**config.mk**
```make
export PLATFORM = sky130hd
export DESIGN_NAME = power_manager_top
export DESIGN_NICKNAME = d
export VERILOG_FILES = /design/src/hdl/power_config_pkg.sv /design/src/hdl/power_state_pkg.sv /design/src/hdl/clock_gating_control.sv /design/src/hdl/miss_rate_monitor.sv /design/src/hdl/power_config_regs.sv /design/src/hdl/power_manager_top.sv /design/src/hdl/power_state_machine.sv
export VERILOG_INCLUDE_DIRS = /design/src /design/src/hdl
export SDC_FILE = /design/constraint.sdc
export NUM_CORES = 1
export LEC_CHECK = 0
export BUFFER_PORTS_ARGS = -buffer_cell sky130_fd_sc_hd__buf_2
export CELL_PAD_IN_SITES_DETAIL_PLACEMENT = 1
export CELL_PAD_IN_SITES_GLOBAL_PLACEMENT = 2
export CORE_MARGIN = 4
export CORE_UTILIZATION = 40
export DETAILED_ROUTE_END_ITERATION = 10
export PLACE_DENSITY = 0.82
export SETUP_SLACK_MARGIN = 0.1
export SLEW_MARGIN = 5
export SYNTH_ARGS = -nofsm -noshare
export SYNTH_HDL_FRONTEND = slang
export SYNTH_SLANG_ARGS = --single-unit
```
**constraint.sdc**
```tcl
create_clock -name clk_i -period 7 [get_ports clk_i]
set_input_delay 0 -clock clk_i [delete_from_list [all_inputs] [get_ports clk_i]]
set_output_delay 0 -clock clk_i [all_outputs]
set_load 0.1 [all_outputs]
```
**src/hdl/power_defs.svh**
```systemverilog
`ifndef POWER_DEFS_SVH
`define POWER_DEFS_SVH

// Cluster size, at most 16 for the throttle rotation
`define PM_NUM_CORES 4

`define PM_TIMER_W  16
`define PM_THRESH_W 16
`define PM_MISS_W   8

`define PM_MISS_WINDOW 64 // Cycles per miss window

// Inactivity thresholds out of reset, in cycles
`define PM_IDLE_RST        8
`define PM_SLEEP_RST       16
`define PM_DEEP_RST        32
`define PM_MISS_THRESH_RST 10

`endif

```
**src/hdl/power_config_pkg.sv**
```systemverilog
`include "power_defs.svh"

package power_config_pkg;

    typedef logic [`PM_THRESH_W-1:0] threshold_t;

    typedef logic [`PM_MISS_W-1:0] miss_count_t; // Misses per window

    typedef logic [2:0] cfg_addr_t;

    // One bit per core
    typedef logic [`PM_NUM_CORES-1:0] core_mask_t;

endpackage

```
**src/hdl/power_state_pkg.sv**
```systemverilog
`include "power_defs.svh"

package power_state_pkg;

    // Cluster power states, ordered by depth
    typedef enum logic [2:0] {
        POWER_ACTIVE,
        POWER_IDLE,
        POWER_SLEEP,
        POWER_DEEP_SLEEP,
        POWER_THERMAL_THROTTLE
    } power_state_t;

    // Cycles spent in the current state
    typedef logic [`PM_TIMER_W-1:0] state_timer_t;

endpackage

```
**src/hdl/clock_gating_control.sv**
```systemverilog
`timescale 1ns/1ns

`include "power_defs.svh"

module clock_gating_control (
    input  logic                          clk_i,
    input  logic                          rst_ni,
    input  power_state_pkg::power_state_t power_state_i,
    input  power_state_pkg::state_timer_t state_timer_i,
    input  logic                          aggressive_gating_i,
    input  logic                          cache_gating_en_i,
    input  logic                          retention_mode_i,
    input  power_config_pkg::threshold_t  miss_thresh_i,
    input  power_config_pkg::core_mask_t  core_active_i,
    input  logic                          cache_active_i,
    input  power_config_pkg::miss_count_t miss_count_i,
    output power_config_pkg::core_mask_t  core_clk_en_o,
    output logic                          l2_cache_clk_en_o,
    output logic                          l3_cache_clk_en_o,
    output logic                          interconnect_clk_en_o
);

    import power_state_pkg::*;
    import power_config_pkg::*;

    logic miss_high;

    assign miss_high = threshold_t'(miss_count_i) > miss_thresh_i;

    // All clocks run out of reset
    always_ff @(posedge clk_i or negedge rst_ni) begin
        if (!rst_ni) begin
            core_clk_en_o         <= '1;
            l2_cache_clk_en_o     <= 1'b1;
            l3_cache_clk_en_o     <= 1'b1;
            interconnect_clk_en_o <= 1'b1;
        end else begin
            for (int i = 0; i < `PM_NUM_CORES; i++) begin
                case (power_state_i)
                    POWER_ACTIVE: core_clk_en_o[i] <= core_active_i[i] || !aggressive_gating_i;
                    POWER_IDLE:   core_clk_en_o[i] <= core_active_i[i];
                    POWER_SLEEP, POWER_DEEP_SLEEP: core_clk_en_o[i] <= 1'b0;
                    default: begin
                        // Throttle lets one core run at a time
                        core_clk_en_o[i] <= (state_timer_i[3:0] == 4'(i)) && core_active_i[i];
                    end
                endcase
            end

            case (power_state_i)
                POWER_ACTIVE, POWER_IDLE: begin
                    l2_cache_clk_en_o <= cache_active_i || !cache_gating_en_i;
                    l3_cache_clk_en_o <= miss_high || !cache_gating_en_i;
                end
                POWER_SLEEP: begin
                    l2_cache_clk_en_o <= retention_mode_i; // L2 kept for retention
                    l3_cache_clk_en_o <= 1'b0;
                end
                POWER_DEEP_SLEEP: begin
                    l2_cache_clk_en_o <= 1'b0;
                    l3_cache_clk_en_o <= 1'b0;
                end
                default: begin
                    l2_cache_clk_en_o <= cache_active_i;
                    l3_cache_clk_en_o <= cache_active_i;
                end
            endcase

            interconnect_clk_en_o <= (power_state_i == POWER_ACTIVE) ||
                                     (power_state_i == POWER_IDLE && |core_active_i);
        end
    end

endmodule

```
**src/hdl/miss_rate_monitor.sv**
```systemverilog
`timescale 1ns/1ns

`include "power_defs.svh"

module miss_rate_monitor (
    input  logic                          clk_i,
    input  logic                          rst_ni,
    input  logic                          cache_miss_i,
    output power_config_pkg::miss_count_t miss_count_o
);

    import power_config_pkg::*;

    localparam int WIN_W = $clog2(`PM_MISS_WINDOW);

    logic [WIN_W-1:0] win_cnt_q;
    miss_count_t      miss_cnt_q;
    miss_count_t      miss_cnt_inc;
    logic             win_last;

    assign win_last = (win_cnt_q == WIN_W'(`PM_MISS_WINDOW - 1));

    // Saturating add of this cycle's strobe
    assign miss_cnt_inc = (cache_miss_i && miss_cnt_q != '1) ? miss_cnt_q + 1'b1 : miss_cnt_q;

    always_ff @(posedge clk_i or negedge rst_ni) begin
        if (!rst_ni) begin
            win_cnt_q    <= '0;
            miss_cnt_q   <= '0;
            miss_count_o <= '0;
        end else if (win_last) begin
            win_cnt_q    <= '0;
            miss_cnt_q   <= '0;
            miss_count_o <= miss_cnt_inc; // Holds for the next window
        end else begin
            win_cnt_q  <= win_cnt_q + 1'b1;
            miss_cnt_q <= miss_cnt_inc;
        end
    end

endmodule

```
**src/hdl/power_config_regs.sv**
```systemverilog
`timescale 1ns/1ns

`include "power_defs.svh"

module power_config_regs (
    input  logic                         clk_i,
    input  logic                         rst_ni,
    input  logic                         cfg_we_i,
    input  power_config_pkg::cfg_addr_t  cfg_addr_i,
    input  power_config_pkg::threshold_t cfg_wdata_i,
    output logic                         aggressive_gating_o,
    output logic                         cache_gating_en_o,
    output logic                         retention_mode_o,
    output power_config_pkg::threshold_t idle_thresh_o,
    output power_config_pkg::threshold_t sleep_thresh_o,
    output power_config_pkg::threshold_t deep_thresh_o,
    output power_config_pkg::threshold_t miss_thresh_o
);

    import power_config_pkg::*;

    always_ff @(posedge clk_i or negedge rst_ni) begin
        if (!rst_ni) begin
            aggressive_gating_o <= 1'b0;
            cache_gating_en_o   <= 1'b0;
            retention_mode_o    <= 1'b0;
            idle_thresh_o       <= threshold_t'(`PM_IDLE_RST);
            sleep_thresh_o      <= threshold_t'(`PM_SLEEP_RST);
            deep_thresh_o       <= threshold_t'(`PM_DEEP_RST);
            miss_thresh_o       <= threshold_t'(`PM_MISS_THRESH_RST);
        end else if (cfg_we_i) begin
            case (cfg_addr_i)
                3'd0: begin // Flag bits
                    aggressive_gating_o <= cfg_wdata_i[0];
                    cache_gating_en_o   <= cfg_wdata_i[1];
                    retention_mode_o    <= cfg_wdata_i[2];
                end
                3'd1: idle_thresh_o  <= cfg_wdata_i;
                3'd2: sleep_thresh_o <= cfg_wdata_i;
                3'd3: deep_thresh_o  <= cfg_wdata_i;
                3'd4: miss_thresh_o  <= cfg_wdata_i;
                default: begin
                    // Unmapped, write dropped
                end
            endcase
        end
    end

endmodule

```
**src/hdl/power_manager_top.sv**
```systemverilog
`timescale 1ns/1ns

module power_manager_top (
    input  logic                          clk_i,
    input  logic                          rst_ni,
    input  logic                          cfg_we_i,
    input  power_config_pkg::cfg_addr_t   cfg_addr_i,
    input  power_config_pkg::threshold_t  cfg_wdata_i,
    input  power_config_pkg::core_mask_t  core_active_i,
    input  logic                          cache_active_i,
    input  logic                          cache_miss_i,
    input  logic                          thermal_alert_i,
    input  logic                          wake_i,
    output power_state_pkg::power_state_t power_state_o,
    output power_config_pkg::core_mask_t  core_clk_en_o,
    output logic                          l2_cache_clk_en_o,
    output logic                          l3_cache_clk_en_o,
    output logic                          interconnect_clk_en_o
);

    import power_state_pkg::*;
    import power_config_pkg::*;

    logic         aggressive_gating;
    logic         cache_gating_en;
    logic         retention_mode;
    threshold_t   idle_thresh;
    threshold_t   sleep_thresh;
    threshold_t   deep_thresh;
    threshold_t   miss_thresh;
    state_timer_t state_timer;
    miss_count_t  miss_count;

    power_config_regs u_regs (
        .clk_i, .rst_ni, .cfg_we_i, .cfg_addr_i, .cfg_wdata_i,
        .aggressive_gating_o (aggressive_gating),
        .cache_gating_en_o   (cache_gating_en),
        .retention_mode_o    (retention_mode),
        .idle_thresh_o       (idle_thresh),
        .sleep_thresh_o      (sleep_thresh),
        .deep_thresh_o       (deep_thresh),
        .miss_thresh_o       (miss_thresh)
    );

    power_state_machine u_fsm (
        .clk_i, .rst_ni, .core_active_i, .wake_i, .thermal_alert_i,
        .idle_thresh_i  (idle_thresh),
        .sleep_thresh_i (sleep_thresh),
        .deep_thresh_i  (deep_thresh),
        .power_state_o,
        .state_timer_o  (state_timer)
    );

    miss_rate_monitor u_miss (
        .clk_i, .rst_ni, .cache_miss_i,
        .miss_count_o (miss_count)
    );

    clock_gating_control u_gating (
        .clk_i, .rst_ni,
        .power_state_i       (power_state_o),
        .state_timer_i       (state_timer),
        .aggressive_gating_i (aggressive_gating),
        .cache_gating_en_i   (cache_gating_en),
        .retention_mode_i    (retention_mode),
        .miss_thresh_i       (miss_thresh),
        .core_active_i, .cache_active_i,
        .miss_count_i        (miss_count),
        .core_clk_en_o, .l2_cache_clk_en_o, .l3_cache_clk_en_o, .interconnect_clk_en_o
    );

endmodule

```
**src/hdl/power_state_machine.sv**
```systemverilog
`timescale 1ns/1ns

module power_state_machine (
    input  logic                          clk_i,
    input  logic                          rst_ni,
    input  power_config_pkg::core_mask_t  core_active_i,
    input  logic                          wake_i,
    input  logic                          thermal_alert_i,
    input  power_config_pkg::threshold_t  idle_thresh_i,
    input  power_config_pkg::threshold_t  sleep_thresh_i,
    input  power_config_pkg::threshold_t  deep_thresh_i,
    output power_state_pkg::power_state_t power_state_o,
    output power_state_pkg::state_timer_t state_timer_o
);

    import power_state_pkg::*;
    import power_config_pkg::*;

    power_state_t state_q;
    power_state_t state_d;
    state_timer_t timer_q;
    threshold_t   idle_cnt_q;
    logic         activity;

    assign activity = (|core_active_i) || wake_i;

    // Thermal first, then activity, then depth by inactivity
    always_comb begin
        state_d = state_q;
        if (thermal_alert_i) begin
            state_d = POWER_THERMAL_THROTTLE;
        end else if (activity) begin
            state_d = POWER_ACTIVE;
        end else if (idle_cnt_q >= deep_thresh_i) begin
            state_d = POWER_DEEP_SLEEP;
        end else if (idle_cnt_q >= sleep_thresh_i) begin
            state_d = POWER_SLEEP;
        end else if (idle_cnt_q >= idle_thresh_i) begin
            state_d = POWER_IDLE;
        end
        // Below the idle threshold the state holds, THROTTLE included
    end

    always_ff @(posedge clk_i or negedge rst_ni) begin
        if (!rst_ni) begin
            state_q <= POWER_ACTIVE;
        end else begin
            state_q <= state_d;
        end
    end

    // Inactive cycles, saturating
    always_ff @(posedge clk_i or negedge rst_ni) begin
        if (!rst_ni) begin
            idle_cnt_q <= '0;
        end else if (activity || thermal_alert_i) begin
            idle_cnt_q <= '0;
        end else if (idle_cnt_q != '1) begin
            idle_cnt_q <= idle_cnt_q + 1'b1;
        end
    end

    always_ff @(posedge clk_i or negedge rst_ni) begin
        if (!rst_ni) begin
            timer_q <= '0;
        end else if (state_d != state_q) begin
            timer_q <= '0; // Restart on every transition
        end else if (timer_q != '1) begin
            timer_q <= timer_q + 1'b1;
        end
    end

    assign power_state_o = state_q;
    assign state_timer_o = timer_q;

endmodule

```
# ---- After elaboration in Yosys (flattened, before gate mapping)
# Cells that the tools add are included.
dict set report classes {
  addsub 4
  magnitude_cmp 4
  eq_ne 15
  muxes 18
  n_reduce_logical 30
}
# operator n
set op_table {}
lappend op_table {{$mux 16} 4}
lappend op_table {{$ge 16x16->1} 3}
lappend op_table {{$add 16x1->16 const B} 2}
lappend op_table {{$ne 16x16->1 const B} 2}
lappend op_table {{$gt 8x16->1} 1}
lappend op_table {{$mux 8} 2}
lappend op_table {{$mux 3} 5}
lappend op_table {{$pmux 1 s3} 5}
lappend op_table {{$eq 3x2->1 const B} 4}
lappend op_table {{$reduce_and 2->1} 5}
lappend op_table {{$logic_or 1x1->1} 9}
lappend op_table {{$add 8x1->8 const B} 1}
lappend op_table {{$eq 4x2->1 const B} 2}
lappend op_table {{$ne 8x8->1 const B} 1}
lappend op_table {{$add 6x1->6 const B} 1}
lappend op_table {{$eq 3x1->1 const B} 2}
lappend op_table {{$eq 6x6->1 const B} 1}
lappend op_table {{$logic_and 1x1->1} 6}
lappend op_table {{$logic_not 3->1} 2}
lappend op_table {{$mux 6} 1}
lappend op_table {{$eq 4x1->1 const B} 1}
lappend op_table {{$logic_not 4->1} 1}
lappend op_table {{$reduce_bool 2->1} 2}
lappend op_table {{$reduce_or 2->1} 2}
lappend op_table {{other kinds (5)} 6}
dict set report word_totals {
  ff_bits 131
  out_inout_bits 10
  elab_cells 88
}

# ---- Longest topological paths before layout
# Gate-level depths: netlist of the first run.
dict set report logic_depth {
  word_depth 8
  ltp_mapped 10
  mapped_depth_nobuf 9
}

# ---- By module
# From an unflattened synthesis of the first run, not the netlist that was laid out.
dict set report hier_totals {
  cells_unflattened 652
  area_unflattened_um2 7193.1
}
# module instances cells_each area_each_um2 seq_area_each_um2
set by_module_without_submodules {}
lappend by_module_without_submodules {power_state_machine 1 349 3057.9 875.8}
lappend by_module_without_submodules {power_config_regs 1 146 2596.2 1682.9}
lappend by_module_without_submodules {miss_rate_monitor 1 96 984.7 550.5}
lappend by_module_without_submodules {clock_gating_control 1 61 554.3 183.9}

# ---- Least setup slack after synthesis of the first run
# Ideal clock, no wire load.
dict set report synth_timing {
  kind {reg-to-reg}
  from {reg u_fsm.idle_cnt_q[0]}
  to {reg u_fsm.timer_q[13] (netlist: u_fsm.state_timer_o[13])}
  setup_ns 0.124
  arrival_ns 2.539
  required_ns 6.876
  path_slack_ns 4.337
  path_stages_with_launch 11
  path_cell_list {dfrtp_1 > inv_1 > ha_1 > nand2b_4 > a2111oi_4 > nor4b_1 > or4_4 > nand2b_4 > a221oi_4 > buf_8 > nor3_2}
}
dict set report synth_between {
  elab_chain_len 8
  word_cells_on_any_way 11
  classes_between {order compare (3); eq/ne (1); mux (6); reduce/logical (1)}
}
# element line_no
set synth_rtl {}
lappend synth_rtl {{start: declaration} power_state_machine.sv:22} ;# threshold_t idle_cnt_q;
lappend synth_rtl {{start signal: assignment} power_state_machine.sv:59} ;# idle_cnt_q <= idle_cnt_q + 1'b1;
lappend synth_rtl {{$ge 16x16->1} power_state_machine.sv:38} ;# end else if (idle_cnt_q >= idle_thresh_i) begin
lappend synth_rtl {{$mux 3} power_state_machine.sv:38}
lappend synth_rtl {{$mux 3} power_state_machine.sv:36} ;# end else if (idle_cnt_q >= sleep_thresh_i) begin
lappend synth_rtl {{$mux 3 *} power_state_machine.sv:34} ;# end else if (idle_cnt_q >= deep_thresh_i) begin
lappend synth_rtl {{$mux 3 *} power_state_machine.sv:32} ;# end else if (activity) begin
lappend synth_rtl {{$mux 3 *} power_state_machine.sv:30} ;# if (thermal_alert_i) begin
lappend synth_rtl {{$ne 3x3->1 *} power_state_machine.sv:66} ;# end else if (state_d != state_q) begin
lappend synth_rtl {{$mux 16 / $reduce_bool 2->1 (equally long branches)} -}
lappend synth_rtl {{end signal: assignment} power_state_machine.sv:69} ;# timer_q <= timer_q + 1'b1;
lappend synth_rtl {{end: declaration} power_state_machine.sv:21} ;# state_timer_t timer_q;
# Every way passes the cells marked *; elsewhere a longest branch is shown, timed or not.
# A chain may end at the register's enable or synchronous reset.

# ---- Worst setup path in the final report of the first run
dict set report layout_timing {
  from {reg u_fsm.idle_cnt_q[0]}
  to {reg u_fsm.timer_q[12] (netlist: u_fsm.state_timer_o[12])}
}
# Same word-level chain as after synthesis.

==> flow_summary_export.csv, run 1 <==
group,metric,value,unit
yosys,synth_top_area_frac,0.4275,
routing,drc,0,
worst_setup_path,startpoint_type,"flop",
yosys,yosys_warnings,0,
sta,fin_skew,0.01105,ns
worst_setup_path,crit_fanout,16,
sta,finalSetupTns,0,ns
floorplanning,core,16820,sq um
clock_tree,cts_htree_levels,4,
clock_tree,root_buffer,"clkbuf_16",
worst_setup_path,path_delay_family,"compound AO/OA/AOI/OAI gates",
worst_setup_path,cp_cell_sequence,"inv_1, ha_1, nand2b_4, a2111oi_4, nor4b_1, or4_4, nand2b_4, a221oi_4, nor4_1",
worst_setup_path,regToRegEndpoint,"u_fsm.state_timer_o[12]$_DFFE_PN0P_",
routing,dr_total_vias,5278,
yosys,syn_nets,780,
worst_setup_path,crit_start,"u_fsm.idle_cnt_q[0]$_DFFE_PN0P_",
floorplanning,start_util,0.4141,
worst_setup_path,crit_path_top_delay_cell,"a221oi_4",
yosys,synthTopCellsByCount,"dfrtp_1 (119), ha_1 (63), inv_1 (63)",
clock_tree,postCtsSetupBuffers,0,
sta,max_slew_margin,0.3023,
global_route,grt_max_degree,82,
yosys,yosysSeqAreaShare,0.4728,
global_route,grt_pass1_vias,5837,
placed_design,gp_congestion,0.8382,
sta,clock.fmax,312.9,MHz
worst_setup_path,cp.required,7.25,ns
pwr,p_switching,656.9,uW
worst_setup_path,cp.depth,9,
worst_setup_path,endpoint,"u_fsm.state_timer_o[12]$_DFFE_PN0P_",
floorplanning,die_h,140.0,um
cells_and_area,fin_nets,849,
sta,period_share,0.4566,
clock_tree,clock_latency,0.42,ns
worst_hold_path,hold_path_class,"input port to flop",
clock_tree,clkTransAtPathRegs,0.06,ns
yosys,syn_area,6965,sq um
sta,min_period,3.196,ns
pwr,p_per_area,272.9,nW/um^2
pwr,p_sw_frac,0.2921,
sta,setup_viol,0,
clock_tree,clockBufferDepth,2,
yosys,synth-seq-cells,131,
pwr,vdd_drop_max,0.1666,mV
placed_design,dp_hpwl,13.07,mm
routing,first_iter_violations,248,
cells_and_area,layout-drive-gt1-share,0.1808,
pwr,power.total,2249,uW
floorplanning,fp-row-count,47,
floorplanning,die_area,19590,sq um
worst_setup_path,r2r_setup_slack,3.80,ns
worst_setup_path,worstSetupPathType,"flop to flop",
placed_design,portBuffers,39,
floorplanning,dieWidth,140.0,um
pwr,p_leak,0.003731,uW
floorplanning,num_io_pins,40,
pwr,combPwrFrac,0.181,
global_route,gr-total-overflow,0,
global_route,grt_pass1_wl,30.54,mm
clock_tree,cts_tree,"done",
yosys,synth_edf_count,0,
routing,wl_per_cell,18.12,um
worst_setup_path,crit_buf_inv,1,
sta,slew_viol_final,0,
yosys,async_flop_share,1.000,
global_route,grt.total_usage,0.1937,
routing,viasPerCell,5.337,
worst_setup_path,crit_path_frequent_cell,"nand2b_4",
sta,worstMarginPinSlew,1.047,ns
sta,hold-worst-slack,0.06935,ns
yosys,syn_area_per_cell,10.14,sq um
worst_setup_path,max_stage_delay,0.78,ns
yosys,synth_top_area_cell,"dfrtp_1",
routing,ant_nets,0,
pwr,seq_power_share,0.416,
yosys,synth_most_common_cell,"dfrtp_1",
cells_and_area,fillers,1902,
routing,drt_wl_total,17.92,mm
worst_setup_path,arrival,3.45,ns
routing,dr.pass1.iters,4,
clock_tree,cts_buffers,17,
pwr,intPower,1592,uW
cells_and_area,antenna_cells,0,
worst_setup_path,end_kind,"flop",
worst_setup_path,r2r_cells,9,
yosys,syn-instance-count,687,
pwr,clock_power_share,0.403,
run_status,outcome,"finished clean",
yosys,synth.distinct_cells,55,
cells_and_area,area_growth,18.32,%
yosys,synth.area.top_cells,"dfrtp_1 (43%), ha_1 (11%), mux2_2 (4.9%)",
sta,rsz0062_at_grt,"false",
global_route,antenna_found_initial,0,
flow_run,maxCapViolCount,0,
clock_tree,cts_sinks,131,
sta,finalHoldViolCount,0,
worst_setup_path,r2r-start,"u_fsm.idle_cnt_q[0]$_DFFE_PN0P_",
yosys,synthFlopType,"dfrtp_1",
-- power groups by stage --
stage / registers, uW / clock network (uW) / logic, uW
CTS: 937 / 925 / 415
global placement: 940 / 0 / 376
finish: 935 / 906 / 408
detailed placement: 949 / 0 / 396
global route: 949 / 958 / 465
floorplan: 968 / 0 / 239
-- what timing repair did --
action / in CTS / in global routing
resized for setup: 0 / 0
setup endpoints to repair: 0 / 0
hold buffers: 26 / 0
endpoints found under the hold margin: 118 / 0
-- worst min-delay path by stage --
stage                       start                                    to  slack [ns]  depth (start not counted)
CTS                 cfg_addr_i[1]  u_regs.cache_gating_en_o$_DFFE_PN0P_        0.05                          3
finish              cfg_addr_i[1]  u_regs.cache_gating_en_o$_DFFE_PN0P_        0.07                          3
global placement           rst_ni   u_fsm.state_timer_o[15]$_DFFE_PN0P_        0.07                          1
floorplan                  rst_ni       u_fsm.idle_cnt_q[0]$_DFFE_PN0P_       -0.30                          0
global route        cfg_addr_i[1]  u_regs.cache_gating_en_o$_DFFE_PN0P_        0.08                          3
detailed placement         rst_ni   u_fsm.state_timer_o[15]$_DFFE_PN0P_        0.08                          1
-- metal layers --
layer / up-vias / share of wire / track usage
met5: - / 0 / 0
met3: 12 / 0.024 / 0.03885
met1: 2690 / 0.46 / 0.2584
met4: 0 / 0.0079 / 0.04335
met2: 54 / 0.51 / 0.3277
li1: 2522 / - / -
-- worst reg2reg max path: stages (launching register included) --
cell	delay, ns
dfrtp_1	0.40
inv_1	0.17
ha_1	0.26
nand2b_4	0.15
a2111oi_4	0.32
nor4b_1	0.09
or4_4	0.52
nand2b_4	0.17
a221oi_4	0.78
nor4_1	0.16
-- state kept, by name, indices dropped and copies added, names as in the netlist, 4 cells and up --
name / flops
u_fsm.idle_cnt_q: 16
u_fsm.state_timer_o: 16
u_gating.core_clk_en_o: 4
u_miss.miss_cnt_q: 8
u_regs.miss_thresh_o: 16
u_regs.deep_thresh_o: 16
u_miss.win_cnt_q: 6
u_regs.idle_thresh_o: 16
u_miss.miss_count_o: 8
u_regs.sleep_thresh_o: 16
-- per-stage QoR --
| stage | cells | area [sq um] | utilization | setup slack (ns) |
|---|---|---|---|---|
| after floorplan | 687 | 6965 | - | 4.337 |
| after global placement | 931 | 7388 | 0.4393 | 3.923 |
| after detailed placement | 931 | 7388 | 0.4393 | 3.834 |
| after CTS | 989 | 8242 | 0.4900 | 3.793 |
| after global routing | 989 | 8242 | 0.4900 | 3.528 |
| final | 989 | 8242 | 0.4900 | 3.804 |
-- placed cells by master, fill, tap and decap left out, drive strengths merged, types with 3 or more instances in the layout --
master,instances
o21a,4
nor4,6
nand2b,6
clkbuf,19
a31oi,8
dfstp,12
nor2,59
a21o,4
and3,7
bufinv,3
nor3,22
buf,44
o21ai,49
nand3,24
a211oi,8
inv,64
ha,63
dfrtp,119
mux2,30
xnor2,13
mux2i,4
xor2,20
clkinv,7
nor3b,6
nand4,16
nor2b,5
a21oi,32
dlygate4sd3,26
nand2,62
-- layout make-up --
| class | count | area (sq um) | share of cell area |
|---|---|---|---|
| Tap cell | 220 | 275.3 | 0.03340 |
| Sequential cell | 131 | 3293 | 0.3996 |
| Clock inverter | 13 | 160.2 | 0.01943 |
| Timing Repair Buffer | 70 | 495.5 | 0.06012 |
| Inverter | 63 | 236.5 | 0.02869 |
| Clock buffer | 19 | 432.9 | 0.05253 |
| Multi-Input combinational cell | 473 | 3348 | 0.4063 |
-- kinds of logic (layout without fill, tap and decap cells) --
family / count (synthesis) / after routing / share of synthesized area
AND/OR/NAND/NOR: 222 / 222 / 0.1626
XOR/XNOR: 33 / 33 / 0.04149
AO/OA/AOI/OAI: 121 / 121 / 0.1081
buffers and inverters: 83 / 165 / 0.04760
multiplexers: 34 / 34 / 0.05425
adder cells (fa/ha/maj): 63 / 63 / 0.1132
flip-flops: 131 / 131 / 0.4728
(Power assumes the default switching activity.)
==> run 2: changes to the inputs <==
- clock period: 7 -> 3 ns (I/O delays scaled with it)
==> run 2 against run 1 <==
Compared with the run above: worst setup slack got worse by 3.6 ns; sequential cell count stayed put; largest power group unchanged; clock skew is 0.0015 ns lower; global-route usage decreased by 0.47 points; sequential power rose by 130%; power up 130%; hold slack better by 0.015 ns; count of clock-buffer cells in the layout increased by 4; core utilization is 0.26 points higher; critical path depth is 1 higher.
==> flow_summary_export.csv, run 2 (synthesis results as in run 1) <==
group,metric,value,unit
sta,slew_viol_final,0,
cells_and_area,seqCellArea,3293,sq um
global_route,grt_pass1_wl,29.58,mm
floorplanning,num_io_pins,40,
routing,wl_per_cell,17.75,um
floorplanning,die_h,140.0,um
global_route,grt_pass1_vias,5701,
pwr,p_leak,0.003753,uW
cells_and_area,area_growth,18.95,%
routing,dr_total_vias,5303,
routing,viasPerCell,5.330,
clock_tree,cts_tree,"done",
floorplanning,fp-row-count,47,
routing,dr.pass1.iters,4,
worst_setup_path,arrival,3.09,ns
worst_setup_path,cp.required,3.30,ns
clock_tree,cts_buffers,17,
placed_design,dp_hpwl,12.67,mm
floorplanning,dieWidth,140.0,um
clock_tree,clock_latency,0.42,ns
run_status,outcome,"finished clean",
global_route,grt_max_degree,132,
routing,drc,0,
sta,clock.fmax,358.2,MHz
worst_setup_path,regToRegEndpoint,"u_fsm.state_timer_o[4]$_DFFE_PN0P_",
sta,finalSetupTns,0,ns
clock_tree,cts_sinks,131,
sta,max_slew_margin,0.3735,
routing,first_iter_violations,184,
sta,fin_skew,0.009544,ns
placed_design,gp_congestion,0.8090,
worst_setup_path,r2r_cells,10,
pwr,vdd_drop_max,0.4274,mV
floorplanning,core,16820,sq um
flow_run,maxCapViolCount,0,
cells_and_area,multiInputGateArea,3373,sq um
sta,min_period,2.792,ns
cells_and_area,fin_nets,855,
cells_and_area,layout_commonest_cell,"dfrtp_1",
cells_and_area,antenna_cells,0,
floorplanning,start_util,0.4141,
worst_setup_path,startpoint_type,"flop",
clock_tree,root_buffer,"clkbuf_16",
routing,ant_nets,0,
global_route,gr-total-overflow,0,
worst_hold_path,hold_path_class,"input port to flop",
worst_setup_path,end_kind,"flop",
global_route,antenna_found_initial,0,
cells_and_area,fillers,1910,
sta,finalHoldViolCount,0,
clock_tree,cts_htree_levels,4,
floorplanning,die_area,19590,sq um
cells_and_area,final_cell_mix,"dfrtp_1 (119), ha_1 (63), inv_1 (62), nand2_1 (62), nor2_1 (58)",
placed_design,portBuffers,39,
worst_hold_path,hold_start,"cfg_addr_i[1]",
sta,rsz0062_at_grt,"true",
sta,worstMarginPinSlew,0.9372,ns
sta,period_share,0.9307,
worst_setup_path,r2r_setup_slack,0.21,ns
worst_setup_path,r2r-start,"u_fsm.idle_cnt_q[0]$_DFFE_PN0P_",
routing,drt_wl_total,17.67,mm
cells_and_area,layout-drive-gt1-share,0.1935,
pwr,p_per_area,612.6,nW/um^2
worst_hold_path,hold_depth,3,
worst_setup_path,worstSetupPathType,"flop to flop",
global_route,grt.total_usage,0.1890,
clock_tree,clkTransAtPathRegs,0.06,ns
sta,setup_viol,0,
worst_setup_path,crit_fanout,7,
worst_hold_path,min_to,"u_regs.aggressive_gating_o$_DFFE_PN0P_",
cells_and_area,fin_util,0.4926,
clock_tree,clockBufferDepth,2,
## run 2: cell types whose count changed in the layout (fill, tap and decap cells not counted), sizes merged
cell,delta
buf,+7
bufinv,-2
clkbuf,+4
clkinv,-2
clkinvlp,+1
dlygate4sd3,-1
inv,-1
## run 2: per-stage QoR
stage / setup WS [ns] / std cells / total power [uW] / hold WS, ns / cell area (sq um)
floorplan: 0.3371 / 687 / 2815 / -0.2956 / 6965
global placement: 0.2270 / 937 / 3068 / 0.1801 / 7446
detailed placement: 0.05983 / 937 / 3124 / 0.1907 / 7446
CTS: 0.1110 / 994 / 5140 / 0.06322 / 8250
global route: 0.09424 / 995 / 5378 / 0.08690 / 8285
finish: 0.2079 / 995 / 5076 / 0.08422 / 8285
## run 2: worst max-delay path, stage by stage (launching register included)
cell       delay (ns)
dfrtp_1          0.41
inv_2            0.12
ha_1             0.24
nand2b_4         0.15
a2111oi_4        0.34
nor4b_1          0.10
or4_4            0.54
nand2b_4         0.17
a221oi_4         0.32
buf_4            0.23
nor3b_1          0.06
## run 2: how the worst max path moves through the flow
stage                                          start                             endpoint  slack, ns  cells past startpoint
finish               u_fsm.idle_cnt_q[0]$_DFFE_PN0P_   u_fsm.state_timer_o[4]$_DFFE_PN0P_       0.21                     10
global route         u_fsm.idle_cnt_q[0]$_DFFE_PN0P_   u_fsm.state_timer_o[4]$_DFFE_PN0P_       0.09                     10
CTS                 u_fsm.idle_cnt_q[11]$_DFFE_PN0P_  u_fsm.state_timer_o[12]$_DFFE_PN0P_       0.11                      9
detailed placement  u_fsm.idle_cnt_q[13]$_DFFE_PN0P_  u_fsm.state_timer_o[12]$_DFFE_PN0P_       0.06                      9
global placement     u_fsm.idle_cnt_q[0]$_DFFE_PN0P_  u_fsm.state_timer_o[12]$_DFFE_PN0P_       0.23                     10
floorplan            u_fsm.idle_cnt_q[0]$_DFFE_PN0P_  u_fsm.state_timer_o[13]$_DFFE_PN0P_       0.34                     10
## run 2: repair_timing
| item | in CTS | in global routing |
|---|---|---|
| resized for setup | 3 | 6 |
| endpoints found under the setup margin | 5 | 15 |
| endpoints found under the hold margin | 195 | 0 |
| buffers inserted | 0 | 1 |
| hold buffers | 25 | 0 |
## run 2: area by class of cell
cell class / instances / area share
inverter: 63 / 0.02854
clock inverter: 9 / 0.009816
multi-input combinational: 473 / 0.4071
sequential: 131 / 0.3975
tap: 220 / 0.03322
clock buffer: 23 / 0.05648
timing repair buffer: 76 / 0.06735
## run 2: power breakdown
part	switching, uW	leakage, uW	internal, uW
Clock	774	0.000263	1180
Sequential	136	0.00160	2040
Combinational	577	0.00189	370
Total	1490	0.00375	3590
## run 2: routing by layer
layer,wire (um),track usage,up-vias
li1,-,-,2533
met1,8188,0.2504,2674
met2,8588,0.3092,69
met3,510,0.04294,27
met4,379,0.06017,0
met5,0,0,-
